`config.mk`:
```
export PLATFORM = sky130hd
export DESIGN_NAME = mac_xmit_top
export DESIGN_NICKNAME = d
export VERILOG_FILES = /design/src/hdl/mac_xmit_pkg.sv /design/src/hdl/channel_access.sv /design/src/hdl/frame_loader.sv /design/src/hdl/mac_xmit_top.sv /design/src/hdl/xmit_sequencer.sv
export SDC_FILE = /design/constraint.sdc
export NUM_CORES = 1
export LEC_CHECK = 0
export BUFFER_PORTS_ARGS = -buffer_cell sky130_fd_sc_hd__clkbuf_2
export CAP_MARGIN = 25
export CORE_ASPECT_RATIO = 1.25
export CORE_MARGIN = 2
export CORE_UTILIZATION = 58
export CTS_CLUSTER_DIAMETER = 100
export CTS_CLUSTER_SIZE = 16
export DETAILED_ROUTE_END_ITERATION = 7
export PLACE_DENSITY = 0.8
export SLEW_MARGIN = 15
export SYNTH_ARGS = -nofsm -noshare
export SYNTH_HDL_FRONTEND = slang
export SYNTH_SLANG_ARGS = --single-unit
```
`constraint.sdc`:
```
create_clock -name clk -period 3.3 [get_ports clk]
set_input_delay 0.66 -clock clk [delete_from_list [all_inputs] [get_ports clk]]
set_output_delay 0.66 -clock clk [all_outputs]
set_load 0.01 [all_outputs]
```
`src/hdl/mac_xmit_pkg.sv`:
```
package mac_xmit_pkg;

    // frame format
    localparam int PREAMBLE_LEN = 2;
    // start byte, destination, source and type follow the preamble
    localparam int HDR_LEN      = PREAMBLE_LEN + 4;
    localparam int MAX_PAYLOAD  = 256;
    localparam int BUF_ADDR_W   = 9;
    localparam int CRC_BYTES    = 2;
    // preamble and start byte are outside the check field
    localparam int CRC_SKIP     = PREAMBLE_LEN + 1;

    // timing, in ticks of the 8x baud strobe
    localparam int DIFS_TICKS   = 640;
    localparam int SLOT_TICKS   = 64;
    localparam int ACK_TICKS    = 640;

    // total sends of one acknowledged frame
    localparam int MAX_ATTEMPTS = 5;

    // frame types with special handling
    localparam logic [7:0] FTYPE_NO_CRC  = 8'h30;
    localparam logic [7:0] FTYPE_ACK_REQ = 8'h32;

    // byte source for the buffer mux
    typedef enum logic [2:0] {
        PREAMBLE,
        SFD,
        DEST,
        SRC_MAC,
        FTYPE,
        PAYLOAD
    } field_sel_t;

    // buffer write port
    typedef struct packed {
        logic                  en;
        logic [BUF_ADDR_W-1:0] addr;
        field_sel_t            sel;
    } buf_wr_t;

    // buffer read port, data returns one cycle later
    typedef struct packed {
        logic                  en;
        logic [BUF_ADDR_W-1:0] addr;
    } buf_rd_t;

    // handed from loader to sequencer with frame_done
    typedef struct packed {
        logic [BUF_ADDR_W-1:0] len;
        logic [7:0]            ftype;
    } frame_info_t;

endpackage

```
`src/hdl/channel_access.sv`:
```
`timescale 1ns/1ns

module channel_access import mac_xmit_pkg::*; (
    input  logic clk,
    input  logic rst,
    input  logic enb_out_8,
    input  logic cardet,
    input  logic access_req,
    output logic grant
);

    typedef enum logic {
        S_IDLE,
        S_WAIT
    } state_t;

    state_t      state;
    logic [11:0] tick_ct;
    logic [11:0] wait_ticks;
    logic [1:0]  div3;
    logic [4:0]  rand_ct;
    logic        check;

    // carrier is sampled on the last tick of each wait
    assign check = (state == S_WAIT) && enb_out_8 && (tick_ct == wait_ticks - 12'd1);
    assign grant = check && !cardet;

    // pseudo random slot count, advanced every third clock
    always_ff @(posedge clk) begin
        if (rst) begin
            div3    <= '0;
            rand_ct <= '0;
        end else begin
            if (div3 == 2'd2) begin
                div3    <= '0;
                rand_ct <= rand_ct + 1'b1;
            end else begin
                div3 <= div3 + 1'b1;
            end
        end
    end

    always_ff @(posedge clk) begin
        if (rst) begin
            state      <= S_IDLE;
            tick_ct    <= '0;
            wait_ticks <= '0;
        end else begin
            case (state)
                S_IDLE: begin
                    tick_ct    <= '0;
                    wait_ticks <= 12'(DIFS_TICKS);
                    if (access_req) begin
                        state <= S_WAIT;
                    end
                end
                S_WAIT: begin
                    if (check) begin
                        tick_ct <= '0;
                        if (cardet) begin
                            // busy, back off a random number of slots
                            wait_ticks <= 12'(SLOT_TICKS) * (12'(rand_ct) + 12'd1);
                        end else begin
                            state <= S_IDLE;
                        end
                    end else if (enb_out_8) begin
                        tick_ct <= tick_ct + 1'b1;
                    end
                end
                default: begin
                    state <= S_IDLE;
                end
            endcase
        end
    end

    a_grant_clear: assert property (@(posedge clk) disable iff (rst)
        grant |-> !cardet);

    // grant only answers a pending request
    a_grant_req: assert property (@(posedge clk) disable iff (rst)
        grant |-> access_req);

endmodule

```
`src/hdl/frame_loader.sv`:
```
`timescale 1ns/1ns

module frame_loader import mac_xmit_pkg::*; (
    input  logic        clk,
    input  logic        rst,
    input  logic        xvalid,
    input  logic        xsend,
    input  logic [7:0]  uart_in,
    input  logic        xmit_idle,
    output buf_wr_t     buf_wr,
    output logic        xrdy,
    output logic [7:0]  dest_addr,
    output logic [7:0]  frame_type,
    output logic        frame_done,
    output frame_info_t frame_info
);

    typedef enum logic [2:0] {
        S_IDLE,
        S_PREAMBLE,
        S_SFD,
        S_DEST,
        S_SRC,
        S_TYPE,
        S_PAYLOAD,
        S_DONE
    } state_t;

    state_t                state;
    state_t                next;
    logic [BUF_ADDR_W-1:0] wr_addr;
    logic                  wr_en;
    field_sel_t            sel;

    always_comb begin
        next  = state;
        wr_en = 1'b0;
        sel   = PREAMBLE;
        case (state)
            S_IDLE: begin
                // buffer belongs to the sequencer until it is idle
                if (xmit_idle) begin
                    next = S_PREAMBLE;
                end
            end
            S_PREAMBLE: begin
                wr_en = 1'b1;
                if (wr_addr == BUF_ADDR_W'(PREAMBLE_LEN - 1)) begin
                    next = S_SFD;
                end
            end
            S_SFD: begin
                wr_en = 1'b1;
                sel   = SFD;
                next  = S_DEST;
            end
            S_DEST: begin
                sel = DEST;
                if (xvalid) begin
                    wr_en = 1'b1;
                    next  = S_SRC;
                end
            end
            S_SRC: begin
                // own address, no host byte needed
                wr_en = 1'b1;
                sel   = SRC_MAC;
                next  = S_TYPE;
            end
            S_TYPE: begin
                sel = FTYPE;
                if (xvalid) begin
                    wr_en = 1'b1;
                    next  = S_PAYLOAD;
                end
            end
            S_PAYLOAD: begin
                sel = PAYLOAD;
                if (xvalid) begin
                    wr_en = 1'b1;
                    // xsend marks the last byte, else stop at a full payload
                    if (xsend || wr_addr == BUF_ADDR_W'(HDR_LEN + MAX_PAYLOAD - 1)) begin
                        next = S_DONE;
                    end
                end
            end
            S_DONE: begin
                next = S_IDLE;
            end
            default: begin
                next = S_IDLE;
            end
        endcase
    end

    always_ff @(posedge clk) begin
        if (rst) begin
            state   <= S_IDLE;
            wr_addr <= '0;
        end else begin
            state <= next;
            if (state == S_IDLE) begin
                wr_addr <= '0;
            end else if (wr_en) begin
                wr_addr <= wr_addr + 1'b1;
            end
        end
    end

    // header fields kept for the top level and the sequencer
    always_ff @(posedge clk) begin
        if (state == S_DEST && xvalid) begin
            dest_addr <= uart_in;
        end
        if (state == S_TYPE && xvalid) begin
            frame_type <= uart_in;
        end
    end

    assign buf_wr.en   = wr_en;
    assign buf_wr.addr = wr_addr;
    assign buf_wr.sel  = sel;

    assign xrdy = (state == S_DEST) || (state == S_TYPE) || (state == S_PAYLOAD);

    // address after the last write equals the byte count
    assign frame_done       = (state == S_DONE);
    assign frame_info.len   = wr_addr;
    assign frame_info.ftype = frame_type;

    a_wr_addr_range: assert property (@(posedge clk) disable iff (rst)
        buf_wr.en |-> buf_wr.addr < BUF_ADDR_W'(HDR_LEN + MAX_PAYLOAD));

endmodule

```
`src/hdl/mac_xmit_top.sv`:
```
`timescale 1ns/1ns

module mac_xmit_top import mac_xmit_pkg::*; (
    input  logic       clk,
    input  logic       rst,
    input  logic       enb_out_8,
    input  logic       xvalid,
    input  logic       xsend,
    input  logic [7:0] uart_in,
    input  logic [7:0] mac,
    input  logic       cardet,
    input  logic       mx_rdy,
    input  logic       ack_received,
    output logic       xrdy,
    output logic       xbusy,
    output buf_wr_t    buf_wr,
    output buf_rd_t    buf_rd,
    output logic [7:0] dest_addr,
    output logic [7:0] frame_type,
    output logic       mx_valid,
    output logic       crc_en,
    output logic       crc_clr,
    output logic       crc_xmit,
    output logic       xerrcnt
);

    logic        frame_done;
    frame_info_t frame_info;
    logic        xmit_idle;
    logic        access_req;
    logic        grant;

    frame_loader frame_loader_i (
        .clk        (clk),
        .rst        (rst),
        .xvalid     (xvalid),
        .xsend      (xsend),
        .uart_in    (uart_in),
        .xmit_idle  (xmit_idle),
        .buf_wr     (buf_wr),
        .xrdy       (xrdy),
        .dest_addr  (dest_addr),
        .frame_type (frame_type),
        .frame_done (frame_done),
        .frame_info (frame_info)
    );

    channel_access channel_access_i (
        .clk        (clk),
        .rst        (rst),
        .enb_out_8  (enb_out_8),
        .cardet     (cardet),
        .access_req (access_req),
        .grant      (grant)
    );

    xmit_sequencer xmit_sequencer_i (
        .clk          (clk),
        .rst          (rst),
        .frame_done   (frame_done),
        .frame_info   (frame_info),
        .grant        (grant),
        .mx_rdy       (mx_rdy),
        .enb_out_8    (enb_out_8),
        .ack_received (ack_received),
        .access_req   (access_req),
        .xmit_idle    (xmit_idle),
        .mx_valid     (mx_valid),
        .crc_en       (crc_en),
        .crc_clr      (crc_clr),
        .crc_xmit     (crc_xmit),
        .xerrcnt      (xerrcnt),
        .buf_rd       (buf_rd)
    );

    assign xbusy = !xmit_idle;

    // the external mux copies our address in the source byte cycle
    a_mac_known: assert property (@(posedge clk) disable iff (rst)
        buf_wr.en && buf_wr.sel == SRC_MAC |-> !$isunknown(mac));

endmodule

```
`src/hdl/xmit_sequencer.sv`:
```
`timescale 1ns/1ns

module xmit_sequencer import mac_xmit_pkg::*; (
    input  logic        clk,
    input  logic        rst,
    input  logic        frame_done,
    input  frame_info_t frame_info,
    input  logic        grant,
    input  logic        mx_rdy,
    input  logic        enb_out_8,
    input  logic        ack_received,
    output logic        access_req,
    output logic        xmit_idle,
    output logic        mx_valid,
    output logic        crc_en,
    output logic        crc_clr,
    output logic        crc_xmit,
    output logic        xerrcnt,
    output buf_rd_t     buf_rd
);

    typedef enum logic [2:0] {
        S_IDLE,
        S_WAIT_GRANT,
        S_SEND,
        S_CRC,
        S_ACK_WAIT
    } state_t;

    state_t                state;
    state_t                after_send;
    frame_info_t           info;
    logic [BUF_ADDR_W-1:0] rd_addr;
    logic [BUF_ADDR_W-1:0] beat_ct;
    logic [1:0]            trl_ct;
    logic [9:0]            ack_ct;
    logic [2:0]            attempt_ct;
    logic                  accept;
    logic                  issue;
    logic                  last_beat;
    logic                  last_trl;
    logic                  ack_timeout;

    assign accept = mx_valid && mx_rdy;

    // read ahead only when the output register is free or draining
    assign issue = (state == S_SEND) && (rd_addr < info.len) && (!mx_valid || mx_rdy);

    assign last_beat = (state == S_SEND) && accept && (beat_ct == info.len - 1'b1);
    assign last_trl  = (state == S_CRC) && accept && (trl_ct == 2'(CRC_BYTES - 1));

    assign ack_timeout = (state == S_ACK_WAIT) && !ack_received && enb_out_8
                         && (ack_ct == 10'(ACK_TICKS - 1));

    // only acknowledged frames wait for a reply
    assign after_send = (info.ftype == FTYPE_ACK_REQ) ? S_ACK_WAIT : S_IDLE;

    assign buf_rd.en   = issue;
    assign buf_rd.addr = rd_addr;

    assign access_req = (state == S_WAIT_GRANT);
    assign xmit_idle  = (state == S_IDLE);
    assign crc_clr    = (state == S_WAIT_GRANT) && grant;
    assign crc_en     = (state == S_SEND) && accept && (beat_ct >= BUF_ADDR_W'(CRC_SKIP));
    assign crc_xmit   = (state == S_CRC);
    assign xerrcnt    = ack_timeout && (attempt_ct >= 3'(MAX_ATTEMPTS));

    always_ff @(posedge clk) begin
        if (state == S_IDLE && frame_done) begin
            info <= frame_info;
        end
    end

    always_ff @(posedge clk) begin
        if (rst) begin
            state      <= S_IDLE;
            mx_valid   <= 1'b0;
            rd_addr    <= '0;
            beat_ct    <= '0;
            trl_ct     <= '0;
            ack_ct     <= '0;
            attempt_ct <= '0;
        end else begin
            case (state)
                S_IDLE: begin
                    attempt_ct <= '0;
                    if (frame_done) begin
                        state <= S_WAIT_GRANT;
                    end
                end
                S_WAIT_GRANT: begin
                    // every send restarts from address 0
                    rd_addr <= '0;
                    beat_ct <= '0;
                    trl_ct  <= '0;
                    if (grant) begin
                        attempt_ct <= attempt_ct + 1'b1;
                        state      <= S_SEND;
                    end
                end
                S_SEND: begin
                    ack_ct <= '0;
                    if (issue) begin
                        rd_addr  <= rd_addr + 1'b1;
                        mx_valid <= 1'b1;
                    end else if (accept) begin
                        mx_valid <= 1'b0;
                    end
                    if (accept) begin
                        beat_ct <= beat_ct + 1'b1;
                    end
                    if (last_beat) begin
                        if (info.ftype == FTYPE_NO_CRC) begin
                            state <= after_send;
                        end else begin
                            // trailer bytes come from the CRC engine
                            mx_valid <= 1'b1;
                            state    <= S_CRC;
                        end
                    end
                end
                S_CRC: begin
                    ack_ct <= '0;
                    if (accept) begin
                        trl_ct <= trl_ct + 1'b1;
                    end
                    if (last_trl) begin
                        mx_valid <= 1'b0;
                        state    <= after_send;
                    end
                end
                S_ACK_WAIT: begin
                    if (ack_received) begin
                        state <= S_IDLE;
                    end else if (ack_timeout) begin
                        if (attempt_ct < 3'(MAX_ATTEMPTS)) begin
                            state <= S_WAIT_GRANT;
                        end else begin
                            state <= S_IDLE;
                        end
                    end else if (enb_out_8) begin
                        ack_ct <= ack_ct + 1'b1;
                    end
                end
                default: begin
                    state <= S_IDLE;
                end
            endcase
        end
    end

    // held beat keeps its data and address until taken
    a_valid_hold: assert property (@(posedge clk) disable iff (rst)
        mx_valid && !mx_rdy |=> mx_valid && $stable(buf_rd.addr));

    a_crc_excl: assert property (@(posedge clk) disable iff (rst)
        !(crc_en && crc_xmit));

endmodule

```
==> summary.txt <==
Setup path
  – CP required: 2.64 ns
  – Arr. time, crit path: 2.34 ns
  – CP Capture Type: output pin
  – Reg2reg path depth: 9
  – Max stage delay on crit path: 0.41 ns
  – Critical path fanouts, max: 5
  – Worst path depth: 8
  – CP Launch Type: flop
  – Critical path class: reg -> out
  – RR Startpoint: xmit_sequencer_i.info[8]
  – WP buf/inv: 2
  – Slowest cell on crit path: dfxtp_1
  – Critical path origin: channel_access_i.wait_ticks[6]
  – Delay-heaviest family, CP: simple AND/OR/NAND/NOR gates
  – CP Cell Sequence: inv_1, ha_1, xor2_1, o221ai_1, o21ai_0, nand4_1, nor3_1, clkbuf_2

Synthesis
  – Post-synthesis cell area: 5360 sq um
  – Synth unique cells: 57
  – Syn_nets: 628
  – Main synth FF type: dfxtp_1
  – Most frequent cell after synthesis: dfxtp_1
  – Largest family of logic cells by synthesized area: simple AND/OR/NAND/NOR gates
  – Post-synth top area cell: dfxtp_1
  – Flops & latches, synth: 108
  – Register area share after synthesis: 0.465
  – XOR/XNOR share of the synthesized area: 0.101
  – Adder-Cell Fraction of Synth Area: 0.0509
  – Ys async rst share: 0
  – Post-synth top area share: 0.280
  – Yosys warns: 0
  – EDFF count, synth: 33
  – Synth Area in Compound Gates: 0.103
  – Synth area leaders: dfxtp_1 28%, edfxtp_1 18%, xor2_1 6.5%
  – Synth top cells by count: 75 x dfxtp_1, 68 x nor2_1, 42 x a21oi_1, 42 x nand2_1, 40 x xor2_1
  – Gate count of the mapped netlist: 583
  – Post-synthesis mux area share: 0.0117
  – Post-Synth Simple-Gate Area: 0.230
  – Mapped Avg Cell Area: 9.20 sq um

Placement
  – RePlAce Congestion: 0.882
  – IO buf count: 61
  – HPWL after detailed placement: 8050 microns
  – Placed Instances: 745

Detailed routing
  – Via count: 4,315
  – Total routed wirelength: 10,900 microns
  – Wire per inst: 14.3 microns
  – Avg Vias per Cell: 5.67
  – # DRC: 0
  – Detail Route Antenna Nets: 0
  – Pre-Repair DR Iteration Count: 5
  – Starting DRT DRC Count: 207

Clock tree
  – Worst-skew pair later-pin latency: 0.35 ns
  – Hold buffer count at CTS: 0
  – CTS tree: built
  – Postcts setup bufs: 0
  – CTS clk-pin slew, worst paths: 0.07 ns
  – Sink Count: 108
  – Root buf cell: clkbuf_16
  – Clk buf depth: 2
  – Htree depth: 3
  – Post-CTS resize count: 0
  – Num CTS Buffers: 9

Global route
  – Vias in the first global route: 4,234
  – Initial antenna violation count: 0
  – GRT Util Overall: 0.222
  – GRT overflow: 0
  – Global-route wire length before repair: 18,300 microns
  – Pin count of the biggest net entering global routing: 31

STA
  – Sum of negative setup slack: 0 ns
  – Fmax: 333 MHz
  – RSZ-0062 raised after global routing: no
  – Final setup fails: 0
  – Relative max-transition margin: 0.547
  – Worst Skew: 0.00883 ns
  – Tmin final: 3.00 ns
  – Hold Fails Final Rpt: 0
  – Tightest Pin Transition: 0.677 ns
  – Fin. max-slew vios: 0
  – Tcrit/Tclk final: 0.909

Flow run
  – Max Cap Viol: 0

Floorplan
  – I/O pins: 70
  – Initial core utilization: 0.591
  – Die H: 112 microns
  – Die X: 90.0 microns
  – Core area: 9080 sq um
  – Die ar.: 10,000 sq um
  – Std cell rows: 39

Finish
  – Non-Filler Instances: 761
  – Synthesis-to-finish area growth: 12.3%
  – Final Net Count: 678
  – Share of cells above drive strength 1: 0.147
  – Inserted Diodes: 0

Min path
  – Cells on Worst Hold Path: 1
  – Tightest Hold Check Type: reg -> reg
  – Hold_sp: channel_access_i.div3[0]

Run status
  – Status: complete, no violations

Power and ir drop
  – Overall Power: 2.93 mW
  – Peak supply drop: 0.472 mV
  – PD cells: 486 nW/um^2
  – Pleak: 2.31 nW
-- cell families (layout without fill, tap and decap cells) --
kind of cell             after synthesis  after routing
multiplexers                           6              6
adder cells (fa/ha/maj)               22             22
AO/OA/AOI/OAI                         92             92
AND/OR/NAND/NOR                      241            241
buffers and inverters                 52            107
XOR/XNOR                              62             62
flip-flops                           108            108
-- final timing paths --
kind                                     to  slack [ns]
setup / recovery                    crc_clr        0.30
hold / removal     channel_access_i.div3[0]        0.43
setup reg to reg  xmit_sequencer_i.state[2]        0.49
hold reg to reg    channel_access_i.div3[0]        0.43
-- metrics by stage --
stage / cell area [sq um] / util / worst slack [ns] / hold slack (ns)
after floorplan: 5360 / - / 0.857 / 0.397
after global placement: 5750 / 0.633 / 0.622 / 0.406
after detailed placement: 5750 / 0.633 / 0.521 / 0.420
after CTS: 6020 / 0.664 / 0.312 / 0.430
after global routing: 6020 / 0.664 / 0.0702 / 0.457
final: 6020 / 0.664 / 0.299 / 0.427
-- cells in the final DEF, fill, tap and decap left out, types with 22 or more instances in the layout --
cell type / netlist / layout
a21oi_1: 42 / 42
xnor2_1: 22 / 22
nand4_1: 22 / 22
nor2_1: 68 / 68
edfxtp_1: 33 / 33
nand2_1: 42 / 42
dfxtp_1: 75 / 75
clkbuf_2: 0 / 61
nand3_1: 25 / 25
xor2_1: 40 / 40
inv_1: 25 / 25
-- cell type report --
class                           instances  area, sq um
Fill cell                             764         3050
Multi-Input combinational cell        423         2670
Sequential cell                       108         2490
Timing Repair Buffer                   66          343
Clock buffer                           10          229
Tap cell                              123          154
Inverter                               25         93.8
Clock inverter                          6         46.3
-- metal layers --
metal / up-vias / part of all wire / routed length (microns) / GRT usage
met1: 2031 / 0.43 / 4710 / 0.253
li1: 2155 / - / - / -
met5: - / 0 / 0 / 0
met3: 20 / 0.052 / 568 / 0.0616
met2: 109 / 0.49 / 5330 / 0.387
met4: 0 / 0.023 / 252 / 0.0995
-- where the power goes --
| part | internal (mW) | switching (mW) |
|---|---|---|
| logic | 0.176 | 0.247 |
| registers | 1.42 | 0.0904 |
| clock network | 0.517 | 0.479 |
| total | 2.11 | 0.816 |
-- registers in the layout, indices dropped and copies added, names as in the netlist, 3 cells and up --
name	cells
xmit_sequencer_i.info	17
xmit_sequencer_i.rd_addr	9
frame_loader_i.dest_addr	8
xmit_sequencer_i.ack_ct	10
xmit_sequencer_i.beat_ct	9
channel_access_i.wait_ticks	6
frame_loader_i.state	3
xmit_sequencer_i.state	3
frame_loader_i.frame_type	8
channel_access_i.rand_ct	5
channel_access_i.tick_ct	12
frame_loader_i.wr_addr	9
xmit_sequencer_i.attempt_ct	3
Note: power is estimated with default switching activity, not from simulation.
